### src/include/chien_params.svh
`ifndef CHIEN_PARAMS_SVH
`define CHIEN_PARAMS_SVH

// Field GF(2^8) with x^8+x^4+x^3+x^2+1
`define GF_WIDTH 8
`define GF_POLY 9'h11D

// Highest locator degree, so MAX_DEGREE+1 coefficient columns
`define MAX_DEGREE 8

// Positions tested per clock
`define PAR_WAYS 4

// Code length of the RS code and the number of search blocks
`define CODE_LEN 255
`define NUM_BLOCKS ((`CODE_LEN + `PAR_WAYS) / `PAR_WAYS)

`endif

### src/source/gf_pkg.sv
`default_nettype none

`include "chien_params.svh"

package gf_pkg;

    ////////////////////////////////////////////////////////////////////////////
    // Field element
    ////////////////////////////////////////////////////////////////////////////

    typedef logic [`GF_WIDTH-1:0] gf_elem_t;

    ////////////////////////////////////////////////////////////////////////////
    // alpha^n, worked out at elaboration time
    ////////////////////////////////////////////////////////////////////////////

    // Multiply by alpha n times, reduce on every carry out of the MSB.
    // The exponent wraps at the multiplicative order of the field.
    function automatic gf_elem_t gf_alpha_pow(input int unsigned n);
        gf_elem_t    value;
        int unsigned steps;
        value = gf_elem_t'(1);
        steps = n % `CODE_LEN;
        for (int unsigned i = 0; i < steps; i++)
        begin
            if (value[`GF_WIDTH-1])
            begin
                value = (value << 1) ^ gf_elem_t'(`GF_POLY);
            end
            else
            begin
                value = value << 1;
            end
        end
        return value;
    endfunction

endpackage

`default_nettype wire
### src/source/chien_pkg.sv
`default_nettype none

`include "chien_params.svh"

package chien_pkg;

    localparam int BLOCK_WIDTH = $clog2(`NUM_BLOCKS);
    localparam int COUNT_WIDTH = $clog2(`CODE_LEN) + 1;

    // sigma0 in coeff[0] up to sigma8 in coeff[MAX_DEGREE]
    typedef struct packed {
        gf_pkg::gf_elem_t [`MAX_DEGREE:0] coeff;
    } locator_t;

    // One product (or partial sum) per parallel way
    typedef gf_pkg::gf_elem_t [`PAR_WAYS-1:0] way_sums_t;

    // What the controller asks of the datapath in the current cycle
    typedef struct packed {
        logic                   active;
        logic                   last;
        logic [BLOCK_WIDTH-1:0] block;
    } search_step_t;

    typedef struct packed {
        logic [`PAR_WAYS-1:0]   root_mask;
        logic [BLOCK_WIDTH-1:0] block;
        logic [COUNT_WIDTH-1:0] root_count;
        logic                   last;
    } chien_result_t;

    typedef enum logic {
        IDLE,
        SEARCH
    } ctrl_state_t;

endpackage

`default_nettype wire

### src/source/chien_ctrl.sv
`timescale 1ns/1ps
`default_nettype none

`include "chien_params.svh"

module chien_ctrl (
    input  logic                    clk,
    input  logic                    reset,
    input  logic                    start,
    output logic                    busy,
    output logic                    load,
    output chien_pkg::search_step_t step
);

    import chien_pkg::*;

    localparam logic [BLOCK_WIDTH-1:0] LAST_BLOCK = BLOCK_WIDTH'(`NUM_BLOCKS - 1);

    ctrl_state_t            state_q;
    logic [BLOCK_WIDTH-1:0] block_q;

    ////////////////////////////////////////////////////////////////////////////
    // Search FSM
    ////////////////////////////////////////////////////////////////////////////

    // Start is only taken while idle
    assign load = start && (state_q == IDLE);

    always_ff @(posedge clk)
    begin
        if (reset)
        begin
            state_q <= IDLE;
            block_q <= '0;
        end
        else
        begin
            case (state_q)
                IDLE:
                begin
                    if (start)
                    begin
                        state_q <= SEARCH;
                        block_q <= '0;
                    end
                end
                SEARCH:
                begin
                    block_q <= block_q + 1'b1;
                    if (block_q == LAST_BLOCK)
                    begin
                        state_q <= IDLE;
                    end
                end
                default:
                begin
                    state_q <= IDLE;
                end
            endcase
        end
    end

    ////////////////////////////////////////////////////////////////////////////
    // Step outputs
    ////////////////////////////////////////////////////////////////////////////

    assign busy        = (state_q == SEARCH);
    assign step.active = busy;
    assign step.last   = busy && (block_q == LAST_BLOCK);
    assign step.block  = block_q;

    a_no_load_in_search: assert property (
        @(posedge clk) disable iff (reset)
        (state_q == SEARCH) |-> !load
    );

endmodule

`default_nettype wire

### src/source/chien_search.sv
`timescale 1ns/1ps
`default_nettype none

`include "chien_params.svh"

module chien_search (
    input  logic                     clk,
    input  logic                     reset,
    input  logic                     start,
    input  chien_pkg::locator_t      locator,
    output logic                     busy,
    output logic                     result_valid,
    output chien_pkg::chien_result_t result,
    output logic                     done
);

    import chien_pkg::*;

    logic         load;
    search_step_t step;
    way_sums_t    column_products [0:`MAX_DEGREE];

    ////////////////////////////////////////////////////////////////////////////
    // Control
    ////////////////////////////////////////////////////////////////////////////

    chien_ctrl i_ctrl (
        .clk   (clk),
        .reset (reset),
        .start (start),
        .busy  (busy),
        .load  (load),
        .step  (step)
    );

    ////////////////////////////////////////////////////////////////////////////
    // One column per locator coefficient
    ////////////////////////////////////////////////////////////////////////////

    for (genvar j = 0; j <= `MAX_DEGREE; j++)
    begin : g_column
        chien_term_column #(
            .COLUMN (j)
        ) i_column (
            .clk      (clk),
            .reset    (reset),
            .load     (load),
            .advance  (step.active),
            .coeff    (locator.coeff[j]),
            .products (column_products[j])
        );
    end

    ////////////////////////////////////////////////////////////////////////////
    // Root test and result
    ////////////////////////////////////////////////////////////////////////////

    chien_sum_check i_sum_check (
        .clk             (clk),
        .reset           (reset),
        .column_products (column_products),
        .step            (step),
        .result_valid    (result_valid),
        .result          (result),
        .done            (done)
    );

endmodule

`default_nettype wire

### src/source/chien_sum_check.sv
`timescale 1ns/1ps
`default_nettype none

`include "chien_params.svh"

module chien_sum_check (
    input  logic                    clk,
    input  logic                    reset,
    input  chien_pkg::way_sums_t    column_products [0:`MAX_DEGREE],
    input  chien_pkg::search_step_t step,
    output logic                    result_valid,
    output chien_pkg::chien_result_t result,
    output logic                    done
);

    import gf_pkg::*;
    import chien_pkg::*;

    gf_elem_t [`PAR_WAYS-1:0] way_sum;
    logic     [`PAR_WAYS-1:0] root_mask_next;
    logic   [COUNT_WIDTH-1:0] hit_count;

    ////////////////////////////////////////////////////////////////////////////
    // Sum the columns, test for zero
    ////////////////////////////////////////////////////////////////////////////

    always_comb
    begin
        hit_count = '0;
        for (int k = 0; k < `PAR_WAYS; k++)
        begin
            way_sum[k] = '0;
            for (int j = 0; j <= `MAX_DEGREE; j++)
            begin
                way_sum[k] = way_sum[k] ^ column_products[j][k];
            end

            // Position 255 aliases position 0
            root_mask_next[k] = (way_sum[k] == '0) &&
                                ((int'(step.block) * `PAR_WAYS + k) < `CODE_LEN);
            hit_count = hit_count + COUNT_WIDTH'(root_mask_next[k]);
        end
    end

    ////////////////////////////////////////////////////////////////////////////
    // Result register and root counter
    ////////////////////////////////////////////////////////////////////////////

    always_ff @(posedge clk)
    begin
        if (reset)
        begin
            result_valid <= 1'b0;
            done         <= 1'b0;
            result       <= '0;
        end
        else
        begin
            result_valid     <= step.active;
            done             <= step.active && step.last;
            result.root_mask <= step.active ? root_mask_next : '0;
            result.block     <= step.block;
            result.last      <= step.active && step.last;

            // Count restarts with block 0 of each search
            if (step.active)
            begin
                if (step.block == '0)
                    result.root_count <= hit_count;
                else
                    result.root_count <= result.root_count + hit_count;
            end
        end
    end

    a_mask_only_when_valid: assert property (
        @(posedge clk) disable iff (reset)
        !result_valid |-> (result.root_mask == '0)
    );

endmodule

`default_nettype wire

### src/source/chien_term_column.sv
`timescale 1ns/1ps
`default_nettype none

`include "chien_params.svh"

module chien_term_column #(
    parameter int COLUMN = 0
) (
    input  logic                 clk,
    input  logic                 reset,
    input  logic                 load,
    input  logic                 advance,
    input  gf_pkg::gf_elem_t     coeff,
    output chien_pkg::way_sums_t products
);

    import gf_pkg::*;

    // Register moves by PAR_WAYS positions per block
    localparam gf_elem_t STEP_CONST = gf_alpha_pow(COLUMN * `PAR_WAYS);

    gf_elem_t term_q;
    gf_elem_t term_stepped;

    ////////////////////////////////////////////////////////////////////////////
    // Term register: sigma_j * alpha^(j*4b) for the current block b
    ////////////////////////////////////////////////////////////////////////////

    gf_mult i_step_mult (
        .a       (term_q),
        .b       (STEP_CONST),
        .product (term_stepped)
    );

    always_ff @(posedge clk)
    begin
        if (reset)
        begin
            term_q <= '0;
        end
        else if (load)
        begin
            term_q <= coeff;
        end
        else if (advance)
        begin
            term_q <= term_stepped;
        end
    end

    ////////////////////////////////////////////////////////////////////////////
    // Per-way products
    ////////////////////////////////////////////////////////////////////////////

    // Way k sees position 4b+k, so it needs an extra alpha^(j*k)
    for (genvar k = 0; k < `PAR_WAYS; k++)
    begin : g_way
        localparam gf_elem_t WAY_CONST = gf_alpha_pow(COLUMN * k);

        gf_mult i_way_mult (
            .a       (term_q),
            .b       (WAY_CONST),
            .product (products[k])
        );
    end

    // Controller only loads from IDLE and only advances in SEARCH
    a_load_advance_excl: assert property (
        @(posedge clk) disable iff (reset)
        !(load && advance)
    );

endmodule

`default_nettype wire

### src/source/gf_mult.sv
`timescale 1ns/1ps
`default_nettype none

`include "chien_params.svh"

module gf_mult (
    input  gf_pkg::gf_elem_t a,
    input  gf_pkg::gf_elem_t b,
    output gf_pkg::gf_elem_t product
);

    localparam int PROD_WIDTH = 2 * `GF_WIDTH - 1;

    // Carry-less product before reduction, 15 bits
    logic [PROD_WIDTH-1:0] full;

    always_comb
    begin
        full = '0;

        // Polynomial product over GF(2)
        for (int i = 0; i < `GF_WIDTH; i++)
        begin
            for (int j = 0; j < `GF_WIDTH; j++)
            begin
                full[i+j] = full[i+j] ^ (a[i] & b[j]);
            end
        end

        // Fold the high terms back, top bit first
        for (int i = PROD_WIDTH - 1; i >= `GF_WIDTH; i--)
        begin
            if (full[i])
            begin
                full = full ^ (PROD_WIDTH'(`GF_POLY) << (i - `GF_WIDTH));
            end
        end

        product = full[`GF_WIDTH-1:0];
    end

endmodule

`default_nettype wire

### config.mk
export PLATFORM = sky130hd
export DESIGN_NAME = chien_search
export DESIGN_NICKNAME = d
export VERILOG_FILES = /design/src/source/gf_pkg.sv /design/src/source/chien_pkg.sv /design/src/source/chien_ctrl.sv /design/src/source/chien_search.sv /design/src/source/chien_sum_check.sv /design/src/source/chien_term_column.sv /design/src/source/gf_mult.sv
export VERILOG_INCLUDE_DIRS = /design/src /design/src/include
export SDC_FILE = /design/constraint.sdc
export NUM_CORES = 1
export LEC_CHECK = 0
export ABC_AREA = 0
export BUFFER_PORTS_ARGS = -buffer_cell sky130_fd_sc_hd__buf_2
export CAP_MARGIN = 25
export CORE_ASPECT_RATIO = 2
export CORE_MARGIN = 2
export CORE_UTILIZATION = 35
export CTS_CLUSTER_DIAMETER = 80
export DETAILED_ROUTE_END_ITERATION = 8
export PLACE_DENSITY_LB_ADDON = 0.1
export REMOVE_ABC_BUFFERS = 1
export SLEW_MARGIN = 20
export SYNTH_ARGS = -nofsm -noshare
export SYNTH_HDL_FRONTEND = slang
export SYNTH_SLANG_ARGS = --single-unit
export TNS_END_PERCENT = 20
### constraint.sdc
create_clock -name clk -period 3.95 [get_ports clk]
set_input_delay 0.79 -clock clk [delete_from_list [all_inputs] [get_ports clk]]
set_output_delay 0.79 -clock clk [all_outputs]
set_load 0.05 [all_outputs]
==> metrics.txt, run 1 <==
result of the run=complete, but fails checks; failing checks=negative setup slack; wire length of the first global-routing pass=between 50 and 60 mm; Cell Area, Synth=9030 µm²; distinct cell type count of the synthesized netlist=34; # Max-Cap Violations=0; largest net degree at the start of global routing=75; CTS clk-pin slew, worst paths=0.08 ns; number of clock sinks seen by CTS=100; number of buffers created by CTS=9; pin slew with the least headroom to its limit=between 0.9 and 1 ns; PD cells=around 740 nW/µm²; number of synthesized flops with an enable pin=0; total number of vias=~7,700; number of cells produced by synthesis=just under 1,000; capturing element type of the critical path=flop; share of cells above drive strength 1=between 30% and 40%; number of placement rows=83; number of warnings issued by yosys=0; area share of the leading cell type in the synthesized netlist=between 30 and 40%; DRC marker count from the first detailed-route iteration=about 240; endpoints failing setup=8; library cell used as clock root buffer=clkbuf_16; number of diodes=0; maximum vdd drop=just over 0.4 mV; total grt overflow=0; Detailed Route WL=roughly 35 mm; cell with the most instances after synthesis=xnor2_1; global placer's final weighted congestion=between 1 and 1.5; DIE HEIGHT=approximately 230 µm; Commonest cells post-synth=310 x xnor2_1, 113 x xor2_1, 105 x a211oi_1, 100 x dfxtp_1, 50 x clkbuf_1; crit path setup slack, layout=-0.157 ns; part of the Yosys area used for sequential elements=~22%; Global Route Usage Sum=approximately a quarter; final net count=1,383; Min Hold Slack=a little under 0.5 ns; fraction of synthesis flops using an asynchronous set or reset pin=0%; data arrival at the endpoint of the critical path=4.39 ns; Final Critical Period=between 4 and 5 ns; required time at the worst-slack endpoint=about 4.2 ns; Post-synth top flop=dfxtp_1; Total Die Area=approximately 27,000 µm²; Static Leakage=roughly 0.0055 µW; Wirelength per Cell=21.3 µm; overall die width=between 100 and 150 µm; count of final hold-check violations=0; largest fanout on the critical path=3; type of the tightest min-delay check=reg2reg; initial core utilization=between 30% and 40%; IO Count=slightly below 100; top area cells in the synthesized netlist=xnor2_1 30%, dfxtp_1 22%, xor2_1 11%, a211oi_1 8.7%, xnor3_1 7.2%; per-cell via count in the routed design=4.70; Final Cycle Share=104%; Worst Path Class, Setup=reg2reg; Initial DRT Pass Iterations=4; core footprint=approximately 26,000 µm²; Slew Limit Headroom=between 30 and 40%; nature of the critical path startpoint=flop; Slew Viols, Final=0; count of nets left with antenna violations after detail routing=0; Area Growth Syn to Fin=41.0%; CTS Hold Bufs=0; number of global-route vias before repair=roughly 8,000; Overall Power=9410 µW; deepest level of the CTS H-tree=3; post-detail-place hpwl=29.1 mm; Fmax=approximately 240 MHz; CTS tree=yes; maximum clock insertion buffer count=2; cell taking the most area after synthesis=xnor2_1; synthesized flop and latch total=100; antenna violations before repair=0; setup repair after global routing missed its margin=true; DRC Markers=0; # port buffers=just under 100; final setup skew=just under 0.008 ns; clock latency of the later-clocked register in the worst-skew pair=a little under 0.4 ns; mean post-synth cell area=9.26 µm²; fill cell total of the finished layout=between 2,000 and 3,000
-- sequential cells by signal, indices dropped and copies added (netlist names) --
| name | flops |
|---|---|
| i_sum_check.result | 19 |
| g_column.i_column.term_q | 72 |
| i_sum_check.done | 1 |
| i_sum_check.result_valid | 1 |
| i_ctrl.block_q | 6 |
| i_ctrl.busy | 1 |
-- area by class of cell --
type                            count  area, µm²  share of cell area [%]
Clock buffer                       10        229                    1.80
Multi-Input combinational cell    773       6930                    54.5
Timing Repair Buffer              410       3040                    23.9
Clock inverter                      6       50.0                   0.393
Sequential cell                   100       2030                    16.0
Tap cell                          340        425                    3.34
Inverter                            4       15.0                   0.118
-- worst max-delay path, cell delays in order (launching register included) --
cell and delay, ns:
dfxtp_4 0.36, buf_6 0.12, buf_6 0.11, xnor2_2 0.12, buf_4 0.14, xnor3_1 0.40, xnor3_1 0.40, xnor3_1 0.25
mux2i_1 0.25, nand2_2 0.13, nor3_4 0.15, fa_2 0.50, ha_4 0.19, fa_2 0.38, a21oi_2 0.15, nor2_2 0.07
nand3_1 0.09, xor2_1 0.14, nor2_1 0.06
-- per-layer routing --
layer | track usage, % | vias to the layer above | wire, µm
li1 | - | 3842 | -
met5 | 0 | - | 0
met1 | 27.3 | 3696 | 13000
met2 | 51.7 | 121 | 19500
met4 | 13.2 | 0 | 1830
met3 | 2.51 | 57 | 673
-- through the flow --
step                TNS, ns  util [%]  setup slack, ns  instance area (µm²)  std cells
finish               -0.767      49.8           -0.157                12700       1643
detailed placement    -3.20      46.8           -0.489                11900       1614
global route          -2.18      49.8           -0.356                12700       1643
CTS                  -0.708      49.0           -0.148                12500       1636
global placement      -3.00      46.8           -0.473                11900       1614
floorplan            -10.14         -           -0.549                 8600        877
-- timing repair --
action	CTS	global route
setup buffers	6	6
endpoints found under the setup margin	8	8
gates resized for setup	50	32
pin swaps	21	23
-- cell usage in the layout (no fill, tap or decap), types with 3 or more instances in the layout --
master / instances
nor3_1: 6
xor2_2: 6
nor2_1: 43
mux2i_1: 27
xnor2_2: 23
dfxtp_2: 13
nand3_1: 4
clkbuf_16: 9
xnor3_2: 4
nand2_1: 25
buf_6: 5
nand4_1: 5
nor4_1: 4
ha_1: 5
nor2b_1: 45
xor2_1: 106
and3_1: 4
ha_4: 3
buf_2: 96
a21o_1: 3
buf_12: 15
buf_4: 294
a21oi_1: 12
a211oi_1: 105
dfxtp_1: 83
and2_1: 5
xnor3_1: 25
xnor2_1: 287
dfxtp_4: 4
inv_1: 4
xor3_2: 3
clkinv_4: 3
-- power by group --
group          internal [µW]  switching [µW]  total, µW
Sequential              1110             134       1240
Combinational           4000            3280       7270
Clock                    433             461        894
Total                   5540            3870       9410
-- kinds of logic (layout without fill, tap and decap cells) --
logic type,Yosys count,after routing,synth area share [%]
AND/OR/NAND/NOR,152,152,8.46
multiplexers,29,29,3.22
buffers and inverters,102,430,4.87
XOR/XNOR,458,458,49.8
adder cells (fa/ha/maj),10,10,1.55
AO/OA/AOI/OAI,124,124,9.91
flip-flops,100,100,22.2
-- worst paths after layout --
kind | from | to | slack (ns) | cells after the start
worst max register to register | g_column[7].i_column.term_q[7] | i_sum_check.result[9] | -0.16 | 18
worst min register to register | g_column[0].i_column.term_q[6] | g_column[0].i_column.term_q[6] | 0.49 | 2
worst min-delay path | g_column[0].i_column.term_q[6] | g_column[0].i_column.term_q[6] | 0.49 | 2
worst max-delay path | g_column[7].i_column.term_q[7] | i_sum_check.result[9] | -0.16 | 18
No activity file was read; power rests on OpenSTA's default activity.
==> run 2: changes to the inputs <==
--- a/config.mk
+++ b/config.mk
@@ -16,6 +16,7 @@
 export DETAILED_ROUTE_END_ITERATION = 8
 export PLACE_DENSITY_LB_ADDON = 0.1
 export REMOVE_ABC_BUFFERS = 1
+export SKIP_CTS_REPAIR_TIMING = 1
 export SLEW_MARGIN = 20
 export SYNTH_ARGS = -nofsm -noshare
 export SYNTH_HDL_FRONTEND = slang
==> metrics.txt, run 2 (synthesis gave the netlist of run 1 again) <==
core footprint=approximately 26,000 µm²; number of placement rows=between 80 and 90; nature of the critical path startpoint=flop; library cell used as clock root buffer=clkbuf_16; start point of the worst hold path=g_column[0].i_column.term_q[6]; setup repair after global routing missed its margin=true; Total Die Area=~27,000 µm²; highest-count cells in the layout ignoring fill and taps=293 x buf_4, 292 x xnor2_1, 109 x xor2_1; # port buffers=slightly below 100; largest net degree at the start of global routing=75; sequential cell area=~2000 µm²; crit path setup slack, layout=-0.226 ns; largest reg by FF count=g_column.i_column.term_q; total number of vias=7,684; area occupied by multi-input gates=6840 µm²; deepest level of the CTS H-tree=3; CTS clk-pin slew, worst paths=~0.08 ns; number of clock sinks seen by CTS=100; endpoint of the most critical register-to-register path=i_sum_check.result[9]; Fmax=between 200 and 250 MHz; count of nets left with antenna violations after detail routing=0; Detailed Route WL=~35 mm; antenna violations before repair=0; Final Cycle Share=106%; start point of the critical path=g_column[7].i_column.term_q[7]; Slew Viols, Final=0; Global Route Usage Sum=about 26%; Area Growth Syn to Fin=40.0%; type of the tightest min-delay check=reg2reg; Slew Limit Headroom=37.1%; per-cell via count in the routed design=between 4 and 5; Initial DRT Pass Iterations=4; count of final hold-check violations=0; hold path depth=2; number of global-route vias before repair=8,040; data arrival at the endpoint of the critical path=between 4 and 5 ns; Wirelength per Cell=between 20 and 25 µm; worst min-delay path endpoint=g_column[0].i_column.term_q[6]; required time at the worst-slack endpoint=around 4.2 ns; post-placement setup slack=-0.489 ns; Worst Path Class, Setup=reg2reg; depth of the most critical reg-to-reg path=18; overall die width=around 120 µm; final setup skew=around 0.0084 ns; maximum clock insertion buffer count=2; number of diodes=0; fill cell total of the finished layout=2,585; number of buffers created by CTS=9; IO Count=roughly 100; DRC Markers=0; largest fanout on the critical path=3; share of cells above drive strength 1=37.1%; endpoints failing setup=8; DIE HEIGHT=231 µm; clock latency of the later-clocked register in the worst-skew pair=between 0.3 and 0.4 ns; Final Critical Period=roughly 4.2 ns; Static Leakage=about 0.0055 µW; # Max-Cap Violations=0; reg-to-reg slack, setup=-0.23 ns; initial core utilization=between 30% and 40%; wire length of the first global-routing pass=51.1 mm; start of the worst register-to-register path=g_column[7].i_column.term_q[7]; final sum of negative setup slack=-1.23 ns; final net count=approximately 1,400; pin slew with the least headroom to its limit=0.941 ns; result of the run=complete, but fails checks; post-detail-place hpwl=between 20 and 30 mm; maximum vdd drop=0.360 mV; PD cells=approximately 740 nW/µm²; registers with the highest flip-flop counts=g_column.i_column.term_q x72, i_sum_check.result x19, i_ctrl.block_q x6; capturing element type of the critical path=flop; global placer's final weighted congestion=slightly above 1; most common library cell in the layout ignoring fill and taps=buf_4; max reg flops=72; CTS tree=yes; DRC marker count from the first detailed-route iteration=between 200 and 300; total grt overflow=0; failing checks=negative setup slack
==> run 2: layout make-up <==
class	count	share of cell area, %
tap	340	3.37
sequential	100	16.1
multi-input combinational	773	54.1
inverter	4	0.119
timing repair buffer	410	24.1
clock buffer	10	1.81
clock inverter	6	0.396
==> run 2: worst max-delay path, stage by stage, from the launching register on <==
cell and delay, ns:
dfxtp_4 0.36, buf_6 0.11, buf_6 0.11, xnor2_2 0.12
buf_4 0.14, xnor3_1 0.40, xnor3_1 0.40, xnor3_1 0.26
mux2i_2 0.24, nand2_2 0.13, nor3_4 0.21, fa_2 0.50
ha_4 0.19, fa_2 0.38, a21oi_2 0.15, nor2_2 0.07
nand3_1 0.09, xor2_1 0.14, nor2_1 0.06
==> run 2: worst max-delay path by stage <==
stage | to
after floorplan | i_sum_check.result[8]
after global placement | i_sum_check.result[8]
after detailed placement | i_sum_check.result[8]
after CTS | i_sum_check.result[8]
after global routing | i_sum_check.result[9]
final | i_sum_check.result[9]
==> run 2: routing by layer <==
metal	routed length, µm	track usage [%]	share of wire [%]	vias up
li1	-	-	-	3844
met1	12900	26.9	37	3648
met2	19200	50.7	55	126
met3	812	2.61	2.3	66
met4	2040	14.0	5.8	0
met5	0	0	0	-
==> run 2: stage by stage <==
step	total power, µW	util (%)	cells	hold WS [ns]	cell area, µm²
floorplan	5210	-	877	0.467	8600
global placement	8080	46.8	1614	0.480	11900
detailed placement	8090	46.8	1614	0.482	11900
CTS	9020	47.9	1630	0.493	12200
global route	9780	49.5	1643	0.534	12600
finish	9290	49.5	1643	0.492	12600
==> run 2: power breakdown <==
group          internal [µW]  switching, µW
Clock                    433            461
Combinational           3940           3220
Sequential              1100            132
Total                   5480           3810
==> run 3: changes to the inputs <==
--- a/config.mk
+++ b/config.mk
@@ -12,6 +12,7 @@
 export CORE_ASPECT_RATIO = 2
 export CORE_MARGIN = 2
 export CORE_UTILIZATION = 35
+export CTS_BUF_LIST = sky130_fd_sc_hd__clkbuf_8 sky130_fd_sc_hd__clkbuf_16
 export CTS_CLUSTER_DIAMETER = 80
 export DETAILED_ROUTE_END_ITERATION = 8
 export PLACE_DENSITY_LB_ADDON = 0.1
==> constraint.sdc (replaced) <==
create_clock -name clk -period 3.95 [get_ports clk]
set_input_delay 0.395 -clock clk [delete_from_list [all_inputs] [get_ports clk]]
set_output_delay 0.395 -clock clk [all_outputs]
set_load 0.05 [all_outputs]
==> metrics.txt, run 3 (synthesis gave the netlist of run 1 again) <==
Fmax=roughly 250 MHz; final sum of negative setup slack=-0.370 ns; data arrival at the endpoint of the critical path=about 4.3 ns; IO Count=slightly below 100; met1 usage in global routing=a little over a quarter; reg-to-reg slack, setup=-0.09 ns; number of clock sinks seen by CTS=100; pin slew with the least headroom to its limit=around 0.9 ns; library cell used as clock root buffer=clkbuf_16; DRC marker count from the first detailed-route iteration=just under 300; setup repair after global routing missed its margin=true; endpoints failing setup=6; wire length of the first global-routing pass=about 51 mm; registers with the highest flip-flop counts=g_column.i_column.term_q x72, i_sum_check.result x19, i_ctrl.block_q x6; worst min-delay path endpoint=g_column[0].i_column.term_q[6]; final net count=about 1,400; global placer's final weighted congestion=about 0.98; total grt overflow=0; CTS clk-pin slew, worst paths=0.07 ns; Final Cycle Share=102%; CTS tree=yes; DRC Markers=0; Min Hold Slack=0.250 ns; # Max-Cap Violations=0; required time at the worst-slack endpoint=around 4.2 ns; maximum clock insertion buffer count=2; post-detail-place hpwl=approximately 29 mm; PD cells=740 nW/µm²; Static Leakage=approximately 0.0055 µW; highest-count cells in the layout ignoring fill and taps=300 x buf_4, 290 x xnor2_1, 107 x xor2_1; most common library cell in the layout ignoring fill and taps=buf_4; cells along the critical path=xor3_2 -> buf_4 -> xor2_1 -> buf_4 -> xnor2_1 -> xnor3_1 -> and2_1 -> mux2i_1 -> nor3_2 -> fa_2 -> ha_4 -> ha_4 -> a21o_1 -> a21oi_2 -> nor2_2 -> nand3_1 -> xor2_1 -> nor2_1; nature of the critical path startpoint=flop; start point of the worst hold path=locator[6]; DIE HEIGHT=231 µm; Wirelength per Cell=roughly 21 µm; Area Growth Syn to Fin=41.0%; largest fanout on the critical path=3; crit path setup slack, layout=-0.0870 ns; Cell Count Post-Placement=between 1,500 and 2,000; Slew Viols, Final=0; hold path depth=3; count of nets left with antenna violations after detail routing=0; failing checks=negative setup slack; maximum vdd drop=approximately 0.34 mV; core footprint=roughly 26,000 µm²; number of global-route vias before repair=just over 8,000; start of the worst register-to-register path=g_column[3].i_column.term_q[6]; number of placement rows=between 80 and 90; per-cell via count in the routed design=between 4 and 5; non-filler cells, final=around 1,600; clock latency of the later-clocked register in the worst-skew pair=around 0.38 ns; Global Route Usage Sum=between 20% and 30%; share of cells above drive strength 1=around 37%; # port buffers=97; total number of vias=7,569; result of the run=complete, but fails checks; Initial DRT Pass Iterations=4; final setup skew=roughly 0.0073 ns; count of final hold-check violations=0; Slew Limit Headroom=about 40%; busiest layer in global routing=met2; global-route met2 utilization=between 50 and 60%; overall die width=between 100 and 150 µm; number of buffers created by CTS=9; largest reg by FF count=g_column.i_column.term_q; number of diodes=0; Final Critical Period=a little over 4 ns; critical path's largest stage delay=between 0.4 and 0.5 ns; Worst Path Class, Setup=reg2reg; initial core utilization=a little over a third; antenna violations before repair=0; max reg flops=72; capturing element type of the critical path=flop; Total Die Area=approximately 27,000 µm²; fill cell total of the finished layout=2,526; endpoint of the most critical register-to-register path=i_sum_check.result[6]; largest net degree at the start of global routing=54; met3 GRT Util=roughly 2.6%; master of the slowest instance on the critical path=xor3_2; depth of the most critical reg-to-reg path=18; deepest level of the CTS H-tree=3; type of the tightest min-delay check=in2reg; Detailed Route WL=approximately 34 mm
-- run 3: per-layer routing --
layer	share of wire [%]	routed length (µm)
met5	0	0
met4	5.8	2000
met3	2.1	725
met2	56	19200
met1	36	12400
-- run 3: how the worst max path moves through the flow --
stage                                    from  slack (ns)  cells past startpoint                    end
5_1_grt        g_column[3].i_column.term_q[7]       -0.28                     19  i_sum_check.result[6]
2_1_floorplan                     i_ctrl.busy       -0.55                      5  i_sum_check.result[8]
6_report       g_column[3].i_column.term_q[6]       -0.09                     18  i_sum_check.result[6]
4_1_cts        g_column[2].i_column.term_q[7]       -0.60                     19  i_sum_check.result[6]
3_3_place_gp   g_column[2].i_column.term_q[7]       -0.56                     19  i_sum_check.result[6]
3_5_place_dp   g_column[2].i_column.term_q[7]       -0.56                     19  i_sum_check.result[6]
-- run 3: final cells by class --
cell class	count	area, µm²	area share, %
well taps	340	425	3.34
repair buffers	414	3090	24.3
inverters	4	15.0	0.118
flip-flops and latches	100	2020	15.9
multi-input cells	773	6890	54.1
clock inverters	6	46.3	0.364
clock buffers	10	239	1.88
-- run 3: metrics by stage --
stage               setup slack (ns)  area [µm²]  total power, µW  util (%)
detailed placement            -0.559       12100             8160      47.3
floorplan                     -0.549        8600             5210         -
finish                       -0.0870       12700             9420      49.8
global route                  -0.277       12700             9950      49.8
global placement              -0.557       12100             8170      47.3
CTS                           -0.599       12400             9100      48.4
-- run 3: worst max-delay path: cells and delay by family, from the launching register on --
| family | cells | cell delay, ns |
|---|---|---|
| AO/OA/AOI/OAI | 2 | 0.29 |
| XOR/XNOR | 5 | 1.35 |
| adder cells (fa/ha/maj) | 3 | 0.92 |
| buffers and inverters | 2 | 0.30 |
| flip-flops | 1 | 0.35 |
| multiplexers | 1 | 0.23 |
| AND/OR/NAND/NOR | 5 | 0.49 |
-- run 3: where the power goes --
part	total (µW)	switching, µW	internal (µW)	leakage, µW
Clock	895	444	451	0.000144
Sequential	1230	123	1100	0.000828
Combinational	7290	3250	4040	0.00457
Total	9420	3820	5590	0.00554
